[config.mk]
export PLATFORM = sky130hd
export DESIGN_NAME = dram_ctrl_top
export DESIGN_NICKNAME = d
export VERILOG_FILES = /design/src/verilog/dram_timing_pkg.sv /design/src/verilog/dram_cmd_pkg.sv /design/src/verilog/load_counter.sv /design/src/verilog/timing_ctrl.sv /design/src/verilog/command_fsm.sv /design/src/verilog/dram_ctrl_top.sv
export SDC_FILE = /design/constraint.sdc
export NUM_CORES = 1
export LEC_CHECK = 0
export BUFFER_PORTS_ARGS = -buffer_cell sky130_fd_sc_hd__buf_2
export CAP_MARGIN = 10
export CORE_MARGIN = 2
export CORE_UTILIZATION = 55
export DETAILED_ROUTE_END_ITERATION = 7
export PLACE_DENSITY_LB_ADDON = 0.15
export REMOVE_ABC_BUFFERS = 1
export SYNTH_ARGS = -nofsm -noshare
export SYNTH_HDL_FRONTEND = slang
export SYNTH_SLANG_ARGS = --single-unit
[constraint.sdc]
create_clock -name CLK -period 3.6 [get_ports CLK]
set_clock_uncertainty 0.05 [all_clocks]
set_input_delay 0 -clock CLK [delete_from_list [all_inputs] [get_ports CLK]]
set_output_delay 0 -clock CLK [all_outputs]
set_load 0.005 [all_outputs]
[src/verilog/dram_timing_pkg.sv]
`default_nettype none

package dram_timing_pkg;

    // width of the phase counter and the refresh counter
    localparam int CNT_W = 10;

    // terminal value of the phase counter
    localparam logic [CNT_W-1:0] CNT_ONE = 1;

    // ACT to READ/WRITE
    localparam logic [CNT_W-1:0] T_RCD = 4;

    // ACT to PRE, used when a refresh is already pending
    localparam logic [CNT_W-1:0] T_RAS = 8;

    // read and write latency from the column command
    localparam logic [CNT_W-1:0] T_RL = 5;
    localparam logic [CNT_W-1:0] T_WL = 4;

    // data burst length in clocks
    localparam logic [CNT_W-1:0] T_BURST = 4;

    // precharge time
    localparam logic [CNT_W-1:0] T_RP = 3;

    // refresh cycle time
    localparam logic [CNT_W-1:0] T_RFC = 12;

    // average refresh interval, kept short for simulation
    localparam logic [CNT_W-1:0] T_REFI = 200;

endpackage

`default_nettype wire

[src/verilog/dram_cmd_pkg.sv]
`default_nettype none

package dram_cmd_pkg;

    localparam int BANK_W = 2;
    localparam int ROW_W  = 14;
    localparam int COL_W  = 10;

    // each command state lasts one cycle, the -ING state waits on the counter
    typedef enum logic [3:0] {
        IDLE,
        ACTIVATE,
        ACTIVATING,
        READ,
        READING,
        WRITE,
        WRITING,
        PRECHARGE,
        PRECHARGING,
        REFRESH,
        REFRESHING
    } cmd_state_e;

    // opcode on the command bus
    typedef enum logic [2:0] {
        NOP,
        ACT,
        RD,
        WR,
        PRE,
        REF
    } dram_op_e;

    typedef struct packed {
        logic              write;
        logic [BANK_W-1:0] bank;
        logic [ROW_W-1:0]  row;
        logic [COL_W-1:0]  col;
    } mem_req_t;

    // addr holds the row for ACT and the column for RD/WR
    typedef struct packed {
        dram_op_e          op;
        logic [BANK_W-1:0] bank;
        logic [ROW_W-1:0]  addr;
    } dram_cmd_t;

    typedef struct packed {
        logic act_done;
        logic rd_done;
        logic wr_done;
        logic pre_done;
        logic ref_done;
    } phase_done_t;

endpackage

`default_nettype wire

[src/verilog/load_counter.sv]
`timescale 1ns/1ps
`default_nettype none

module load_counter (
    input  logic                              CLK,
    input  logic                              nRST,
    input  logic                              load,
    input  logic [dram_timing_pkg::CNT_W-1:0] load_value,
    output logic [dram_timing_pkg::CNT_W-1:0] count,
    output logic                              count_done
);

    // counts down from the loaded value and parks at one
    always_ff @(posedge CLK, negedge nRST) begin
        if (!nRST) begin
            count <= '0;
        end
        else if (load) begin
            count <= load_value;
        end
        else if (count > dram_timing_pkg::CNT_ONE) begin
            count <= count - dram_timing_pkg::CNT_ONE;
        end
    end

    // a load of L gives exactly L cycles down to and including the one
    assign count_done = (count == dram_timing_pkg::CNT_ONE);

endmodule

`default_nettype wire

[src/verilog/timing_ctrl.sv]
`timescale 1ns/1ps
`default_nettype none

module timing_ctrl (
    input  logic                        CLK,
    input  logic                        nRST,
    input  logic                        init_done,
    input  dram_cmd_pkg::cmd_state_e    state,
    output dram_cmd_pkg::phase_done_t   phase_done,
    output logic                        rf_req,
    output logic                        rd_en,
    output logic                        wr_en
);

    logic                              cnt_load;
    logic [dram_timing_pkg::CNT_W-1:0] cnt_load_value;
    logic [dram_timing_pkg::CNT_W-1:0] cnt_value;
    logic                              cnt_done;

    logic [dram_timing_pkg::CNT_W-1:0] refresh_count;
    logic [dram_timing_pkg::CNT_W-1:0] next_refresh_count;
    logic [dram_timing_pkg::CNT_W-1:0] refresh_limit;
    logic [dram_timing_pkg::CNT_W-1:0] next_refresh_limit;
    logic                              in_refresh;

    load_counter phase_counter (
        .CLK        (CLK),
        .nRST       (nRST),
        .load       (cnt_load),
        .load_value (cnt_load_value),
        .count      (cnt_value),
        .count_done (cnt_done)
    );

    // command states load the counter, -ING states watch it
    always_comb begin
        cnt_load       = 1'b0;
        cnt_load_value = '0;
        phase_done     = '0;
        rd_en          = 1'b0;
        wr_en          = 1'b0;

        case (state)
            dram_cmd_pkg::ACTIVATE: begin
                cnt_load = 1'b1;
                // keep the row open for tRAS when a refresh has to follow
                cnt_load_value = rf_req ? dram_timing_pkg::T_RAS : dram_timing_pkg::T_RCD;
            end
            dram_cmd_pkg::ACTIVATING: begin
                phase_done.act_done = cnt_done;
            end
            dram_cmd_pkg::READ: begin
                cnt_load       = 1'b1;
                cnt_load_value = dram_timing_pkg::T_RL + dram_timing_pkg::T_BURST;
            end
            dram_cmd_pkg::READING: begin
                // data window is the tail of the phase
                rd_en              = (cnt_value <= dram_timing_pkg::T_BURST);
                phase_done.rd_done = cnt_done;
            end
            dram_cmd_pkg::WRITE: begin
                cnt_load       = 1'b1;
                cnt_load_value = dram_timing_pkg::T_WL + dram_timing_pkg::T_BURST;
            end
            dram_cmd_pkg::WRITING: begin
                wr_en              = (cnt_value <= dram_timing_pkg::T_BURST);
                phase_done.wr_done = cnt_done;
            end
            dram_cmd_pkg::PRECHARGE: begin
                cnt_load       = 1'b1;
                cnt_load_value = dram_timing_pkg::T_RP;
            end
            dram_cmd_pkg::PRECHARGING: begin
                phase_done.pre_done = cnt_done;
            end
            dram_cmd_pkg::REFRESH: begin
                cnt_load       = 1'b1;
                cnt_load_value = dram_timing_pkg::T_RFC;
            end
            dram_cmd_pkg::REFRESHING: begin
                phase_done.ref_done = cnt_done;
            end
            default: begin
            end
        endcase
    end

    assign in_refresh = (state == dram_cmd_pkg::REFRESH) ||
                        (state == dram_cmd_pkg::REFRESHING);

    always_ff @(posedge CLK, negedge nRST) begin
        if (!nRST) begin
            refresh_count <= '0;
            refresh_limit <= dram_timing_pkg::T_REFI;
        end
        else begin
            refresh_count <= next_refresh_count;
            refresh_limit <= next_refresh_limit;
        end
    end

    always_comb begin
        // interval only runs once the device is initialized
        next_refresh_count = init_done ? refresh_count + 1'b1 : refresh_count;
        next_refresh_limit = refresh_limit;

        if (in_refresh) begin
            next_refresh_count = '0;
            // an on-time refresh restores the full interval
            if ((state == dram_cmd_pkg::REFRESH) &&
                (refresh_count <= dram_timing_pkg::T_REFI)) begin
                next_refresh_limit = dram_timing_pkg::T_REFI;
            end
        end
        else if (refresh_count > dram_timing_pkg::T_REFI) begin
            // a late refresh pulls the next one in by the same amount
            next_refresh_limit = dram_timing_pkg::T_REFI -
                                 (refresh_count - dram_timing_pkg::T_REFI);
        end
    end

    assign rf_req = (refresh_count >= refresh_limit) && (state != dram_cmd_pkg::REFRESH);

endmodule

`default_nettype wire

[src/verilog/command_fsm.sv]
`timescale 1ns/1ps
`default_nettype none

module command_fsm (
    input  logic                        CLK,
    input  logic                        nRST,
    input  logic                        init_done,
    input  logic                        req_strobe,
    input  dram_cmd_pkg::mem_req_t      req,
    input  dram_cmd_pkg::phase_done_t   phase_done,
    input  logic                        rf_req,
    output dram_cmd_pkg::cmd_state_e    state,
    output dram_cmd_pkg::dram_cmd_t     cmd,
    output logic                        busy,
    output logic                        done
);

    dram_cmd_pkg::cmd_state_e next_state;
    dram_cmd_pkg::mem_req_t   req_q;
    logic                     ready;
    logic                     accept;

    // refresh wins over a new request in idle
    assign ready  = (state == dram_cmd_pkg::IDLE) && !rf_req && init_done;
    assign accept = ready && req_strobe;
    assign busy   = !ready;

    // only request sequences pass through precharge
    assign done = phase_done.pre_done;

    always_ff @(posedge CLK, negedge nRST) begin
        if (!nRST) begin
            state <= dram_cmd_pkg::IDLE;
        end
        else begin
            state <= next_state;
        end
    end

    always_ff @(posedge CLK) begin
        if (accept) begin
            req_q <= req;
        end
    end

    always_comb begin
        next_state = state;
        case (state)
            dram_cmd_pkg::IDLE: begin
                if (rf_req) begin
                    next_state = dram_cmd_pkg::REFRESH;
                end
                else if (accept) begin
                    next_state = dram_cmd_pkg::ACTIVATE;
                end
            end
            dram_cmd_pkg::ACTIVATE:    next_state = dram_cmd_pkg::ACTIVATING;
            dram_cmd_pkg::ACTIVATING: begin
                if (phase_done.act_done) begin
                    next_state = req_q.write ? dram_cmd_pkg::WRITE : dram_cmd_pkg::READ;
                end
            end
            dram_cmd_pkg::READ:        next_state = dram_cmd_pkg::READING;
            dram_cmd_pkg::READING: begin
                if (phase_done.rd_done) begin
                    next_state = dram_cmd_pkg::PRECHARGE;
                end
            end
            dram_cmd_pkg::WRITE:       next_state = dram_cmd_pkg::WRITING;
            dram_cmd_pkg::WRITING: begin
                if (phase_done.wr_done) begin
                    next_state = dram_cmd_pkg::PRECHARGE;
                end
            end
            dram_cmd_pkg::PRECHARGE:   next_state = dram_cmd_pkg::PRECHARGING;
            dram_cmd_pkg::PRECHARGING: begin
                if (phase_done.pre_done) begin
                    next_state = dram_cmd_pkg::IDLE;
                end
            end
            dram_cmd_pkg::REFRESH:     next_state = dram_cmd_pkg::REFRESHING;
            dram_cmd_pkg::REFRESHING: begin
                if (phase_done.ref_done) begin
                    next_state = dram_cmd_pkg::IDLE;
                end
            end
            default:                   next_state = dram_cmd_pkg::IDLE;
        endcase
    end

    // command bus carries an opcode only in the issue cycle
    always_comb begin
        cmd.op   = dram_cmd_pkg::NOP;
        cmd.bank = req_q.bank;
        cmd.addr = req_q.row;
        case (state)
            dram_cmd_pkg::ACTIVATE:  cmd.op = dram_cmd_pkg::ACT;
            dram_cmd_pkg::READ: begin
                cmd.op   = dram_cmd_pkg::RD;
                cmd.addr = {{(dram_cmd_pkg::ROW_W - dram_cmd_pkg::COL_W){1'b0}}, req_q.col};
            end
            dram_cmd_pkg::WRITE: begin
                cmd.op   = dram_cmd_pkg::WR;
                cmd.addr = {{(dram_cmd_pkg::ROW_W - dram_cmd_pkg::COL_W){1'b0}}, req_q.col};
            end
            dram_cmd_pkg::PRECHARGE: cmd.op = dram_cmd_pkg::PRE;
            dram_cmd_pkg::REFRESH:   cmd.op = dram_cmd_pkg::REF;
            default: begin
            end
        endcase
    end

endmodule

`default_nettype wire

[src/verilog/dram_ctrl_top.sv]
`timescale 1ns/1ps
`default_nettype none

module dram_ctrl_top (
    input  logic                    CLK,
    input  logic                    nRST,
    input  logic                    init_done,
    input  logic                    req_strobe,
    input  dram_cmd_pkg::mem_req_t  req,
    output dram_cmd_pkg::dram_cmd_t cmd,
    output logic                    rd_en,
    output logic                    wr_en,
    output logic                    busy,
    output logic                    done
);

    dram_cmd_pkg::cmd_state_e  state;
    dram_cmd_pkg::phase_done_t phase_done;
    logic                      rf_req;

    // sequencing of the closed-page command flow
    command_fsm command_fsm_inst (
        .CLK        (CLK),
        .nRST       (nRST),
        .init_done  (init_done),
        .req_strobe (req_strobe),
        .req        (req),
        .phase_done (phase_done),
        .rf_req     (rf_req),
        .state      (state),
        .cmd        (cmd),
        .busy       (busy),
        .done       (done)
    );

    // phase timing, data windows and refresh interval
    timing_ctrl timing_ctrl_inst (
        .CLK        (CLK),
        .nRST       (nRST),
        .init_done  (init_done),
        .state      (state),
        .phase_done (phase_done),
        .rf_req     (rf_req),
        .rd_en      (rd_en),
        .wr_en      (wr_en)
    );

endmodule

`default_nettype wire

==> results_dict.tcl <==
set metrics [dict create \
    timing.hold.ws_ns 0.04058 \
    cts_resized 0 \
    crit_fanout 27 \
    track_usage_pct 24.34 \
    stdcell_count 471 \
    die_w_um 80.88 \
    coreArea_um2 5608 \
    hpwl_mm 4.590 \
    path_class "reg2reg" \
    syn_area_um2 3251 \
    start_util_pct 57.97 \
    cts_tree "yes" \
    fin_tns_setup_ns 0 \
    yosysWarnings 0 \
    ctsRootBufferMaster "clkbuf_8" \
    yosysSeqAreaShare_pct 51.23 \
    max_slew_margin_pct 47.22 \
    synth_edf_count 27 \
    synthArstFlopShare_pct 55.74 \
    slew_violations 0 \
    max_clock_freq_mhz 360.8 \
    final_antenna_net_count 0 \
    post-cts-setup-buffers 0 \
    outcome "complete, no violations" \
    yosysTopAreaCell "edfxtp_1" \
    path_buf_inv 3 \
    end_kind "flop" \
    postCtsHoldBufs 30 \
    min_period_ns 2.771 \
    die_area_um2 6541 \
    post-synth-top-area-fraction_pct 24.94 \
    first_global_vias 2551 \
    worstPathRequired_ns 3.56 \
    io_pins 54 \
    routed_wl_mm 7.244 \
    drc_errors 0 \
    port_buffers 53 \
    gr-total-overflow 0 \
    crit_family "compound AO/OA/AOI/OAI gates" \
    grt_max_degree 35 \
    power_density_nw_per_um2 733.9 \
    ys_types 56 \
    first_iter_violations 165 \
    max_slew.worst_pin.slew_ns 0.7917 \
    p_leak_uw 0.001785 \
    clkLatencyLatePin_ns 0.34 \
    layout_common_cells "buf_2 (53), nand2_1 (43), nor2_1 (31), dfrtp_1 (31), dlygate4sd3_1 (30)" \
    placedCellCount 425 \
    rows 27 \
    syn_to_final_growth_pct 24.60 \
    slowest_delay_ns 0.51 \
    clkTransAtPathRegs_ns 0.07 \
    cts_buffer_depth 2 \
    syn_inst 316 \
    yosys_register_bits 61 \
    finalCritPeriodShare_pct 76.98 \
    synth_area_leaders "edfxtp_1 (25%), dfrtp_1 (24%), ha_1 (5.8%)" \
    firstDrtPassIters 4 \
    nets 440 \
    cpMostUsedCell "buf_4" \
    vias 2565 \
    cp_cell_sequence "inv_1, ha_1, nand2b_1, a21oi_1, nor3b_1, a2111oi_2, buf_4, o2111a_1, buf_4" \
    ir_worst_vdd_mv 0.6682 \
    synth_ff_type "dfrtp_1" \
    worstSetupStartpointType "flop" \
    drive_above_1_share_pct 21.05 \
    die_h_um 80.88 \
    final_common_cell "buf_2" \
    grt_pass1_wl_mm 11.86 \
    critPathSlowestCell "dfrtp_1" \
    viasPerCell 5.446 \
    rsz0062_at_grt "no" \
    hold_path_class "in2reg" \
    clock-sinks 61 \
    place_congestion 0.8323 \
    antenna_cells 0 \
    setup_viol 0 \
    hold_viol 0 \
    antenna_found_initial 0 \
    drt-wirelength-per-cell_um 15.38 \
    cp.arrival_ns 2.73 \
    maxCapViolations 0 \
    syn_avg_cell_area_um2 10.29 \
    numCtsBuffers 9 \
    htreeDepth 3 \
]
==> flip-flops by register name, indices dropped and copies added (netlist names) <==
register	flops
timing_ctrl_inst.refresh_count	10
command_fsm_inst.state	4
timing_ctrl_inst.phase_counter.count	10
timing_ctrl_inst.refresh_limit	10
command_fsm_inst.cmd	2
command_fsm_inst.req_q	25
==> final timing paths <==
| kind | from | end | slack (ns) | cells after the start |
|---|---|---|---|---|
| setup / recovery | timing_ctrl_inst.refresh_count[0] | command_fsm_inst.req_q[9] | 0.83 | 9 |
| hold / removal | init_done | timing_ctrl_inst.refresh_count[0] | 0.04 | 3 |
| setup reg to reg | timing_ctrl_inst.refresh_count[0] | command_fsm_inst.req_q[9] | 0.83 | 9 |
| hold reg to reg | timing_ctrl_inst.refresh_limit[2] | timing_ctrl_inst.refresh_limit[2] | 0.48 | 1 |
| max in group asynchronous | nRST | timing_ctrl_inst.refresh_count[9] | 2.76 | 2 |
| min in group asynchronous | nRST | timing_ctrl_inst.phase_counter.count[8] | 0.23 | 2 |
==> per-stage QoR <==
| step | area [µm²] | power, µW | worst slack [ns] | util, % |
|---|---|---|---|---|
| 6_report | 4050 | 2972 | 0.8286 | 72.22 |
| 5_1_grt | 4050 | 3209 | 0.6227 | 72.22 |
| 4_1_cts | 4050 | 2972 | 0.8659 | 72.22 |
| 3_5_place_dp | 3536 | 2265 | 0.8739 | 63.05 |
| 3_3_place_gp | 3536 | 2221 | 0.9581 | 63.05 |
| 2_1_floorplan | 3158 | 1930 | 0.6403 | - |
==> cell usage after synthesis (all sizes together) (8+ instances only) <==
master	count
a21oi	13
clkbuf	12
dfrtp	31
edfxtp	27
ha	15
inv	21
nand2	44
nor2	31
nor3	10
o21ai	8
xnor2	11
xor2	11
==> cells by family after synthesis <==
family | synth area share (%)
buffers and inverters | 5.273
muxes | 1.540
and+or+nand+nor | 18.63
xor gates and xnor gates | 5.927
DFF | 51.23
AOI/OAI and AO/OA | 11.62
adders and majority gates | 5.774
==> worst register-to-register path, stage by stage, from the launching register on <==
cell and delay [ns]:
dfrtp_1 0.51, inv_1 0.13, ha_1 0.28, nand2b_1 0.14
a21oi_1 0.16, nor3b_1 0.09, a2111oi_2 0.37, buf_4 0.21
o2111a_1 0.18, buf_4 0.33
==> final cells by class <==
class,instances,area (µm²)
Sequential cell,61,1665
Fill cell,420,1558
Multi-Input combinational cell,215,1414
Timing Repair Buffer,86,588.1
Clock buffer,10,127.6
Tap cell,72,90.09
Clock inverter,6,86.33
Inverter,21,78.83
==> power breakdown <==
group | internal (µW) | leakage (µW) | switching (µW)
logic | 525 | 0.000993 | 612
clock network | 390 | 0.000107 | 286
registers | 914 | 0.000685 | 245
==> routing by layer <==
layer	vias up	part of all wire, %	track usage [%]
met4	0	2.6	10.85
li1	1261	-	-
met5	-	0	0
met2	55	50	39.34
met3	16	3.5	7.111
met1	1233	44	30.41
No activity file was read; power rests on OpenSTA's default activity.
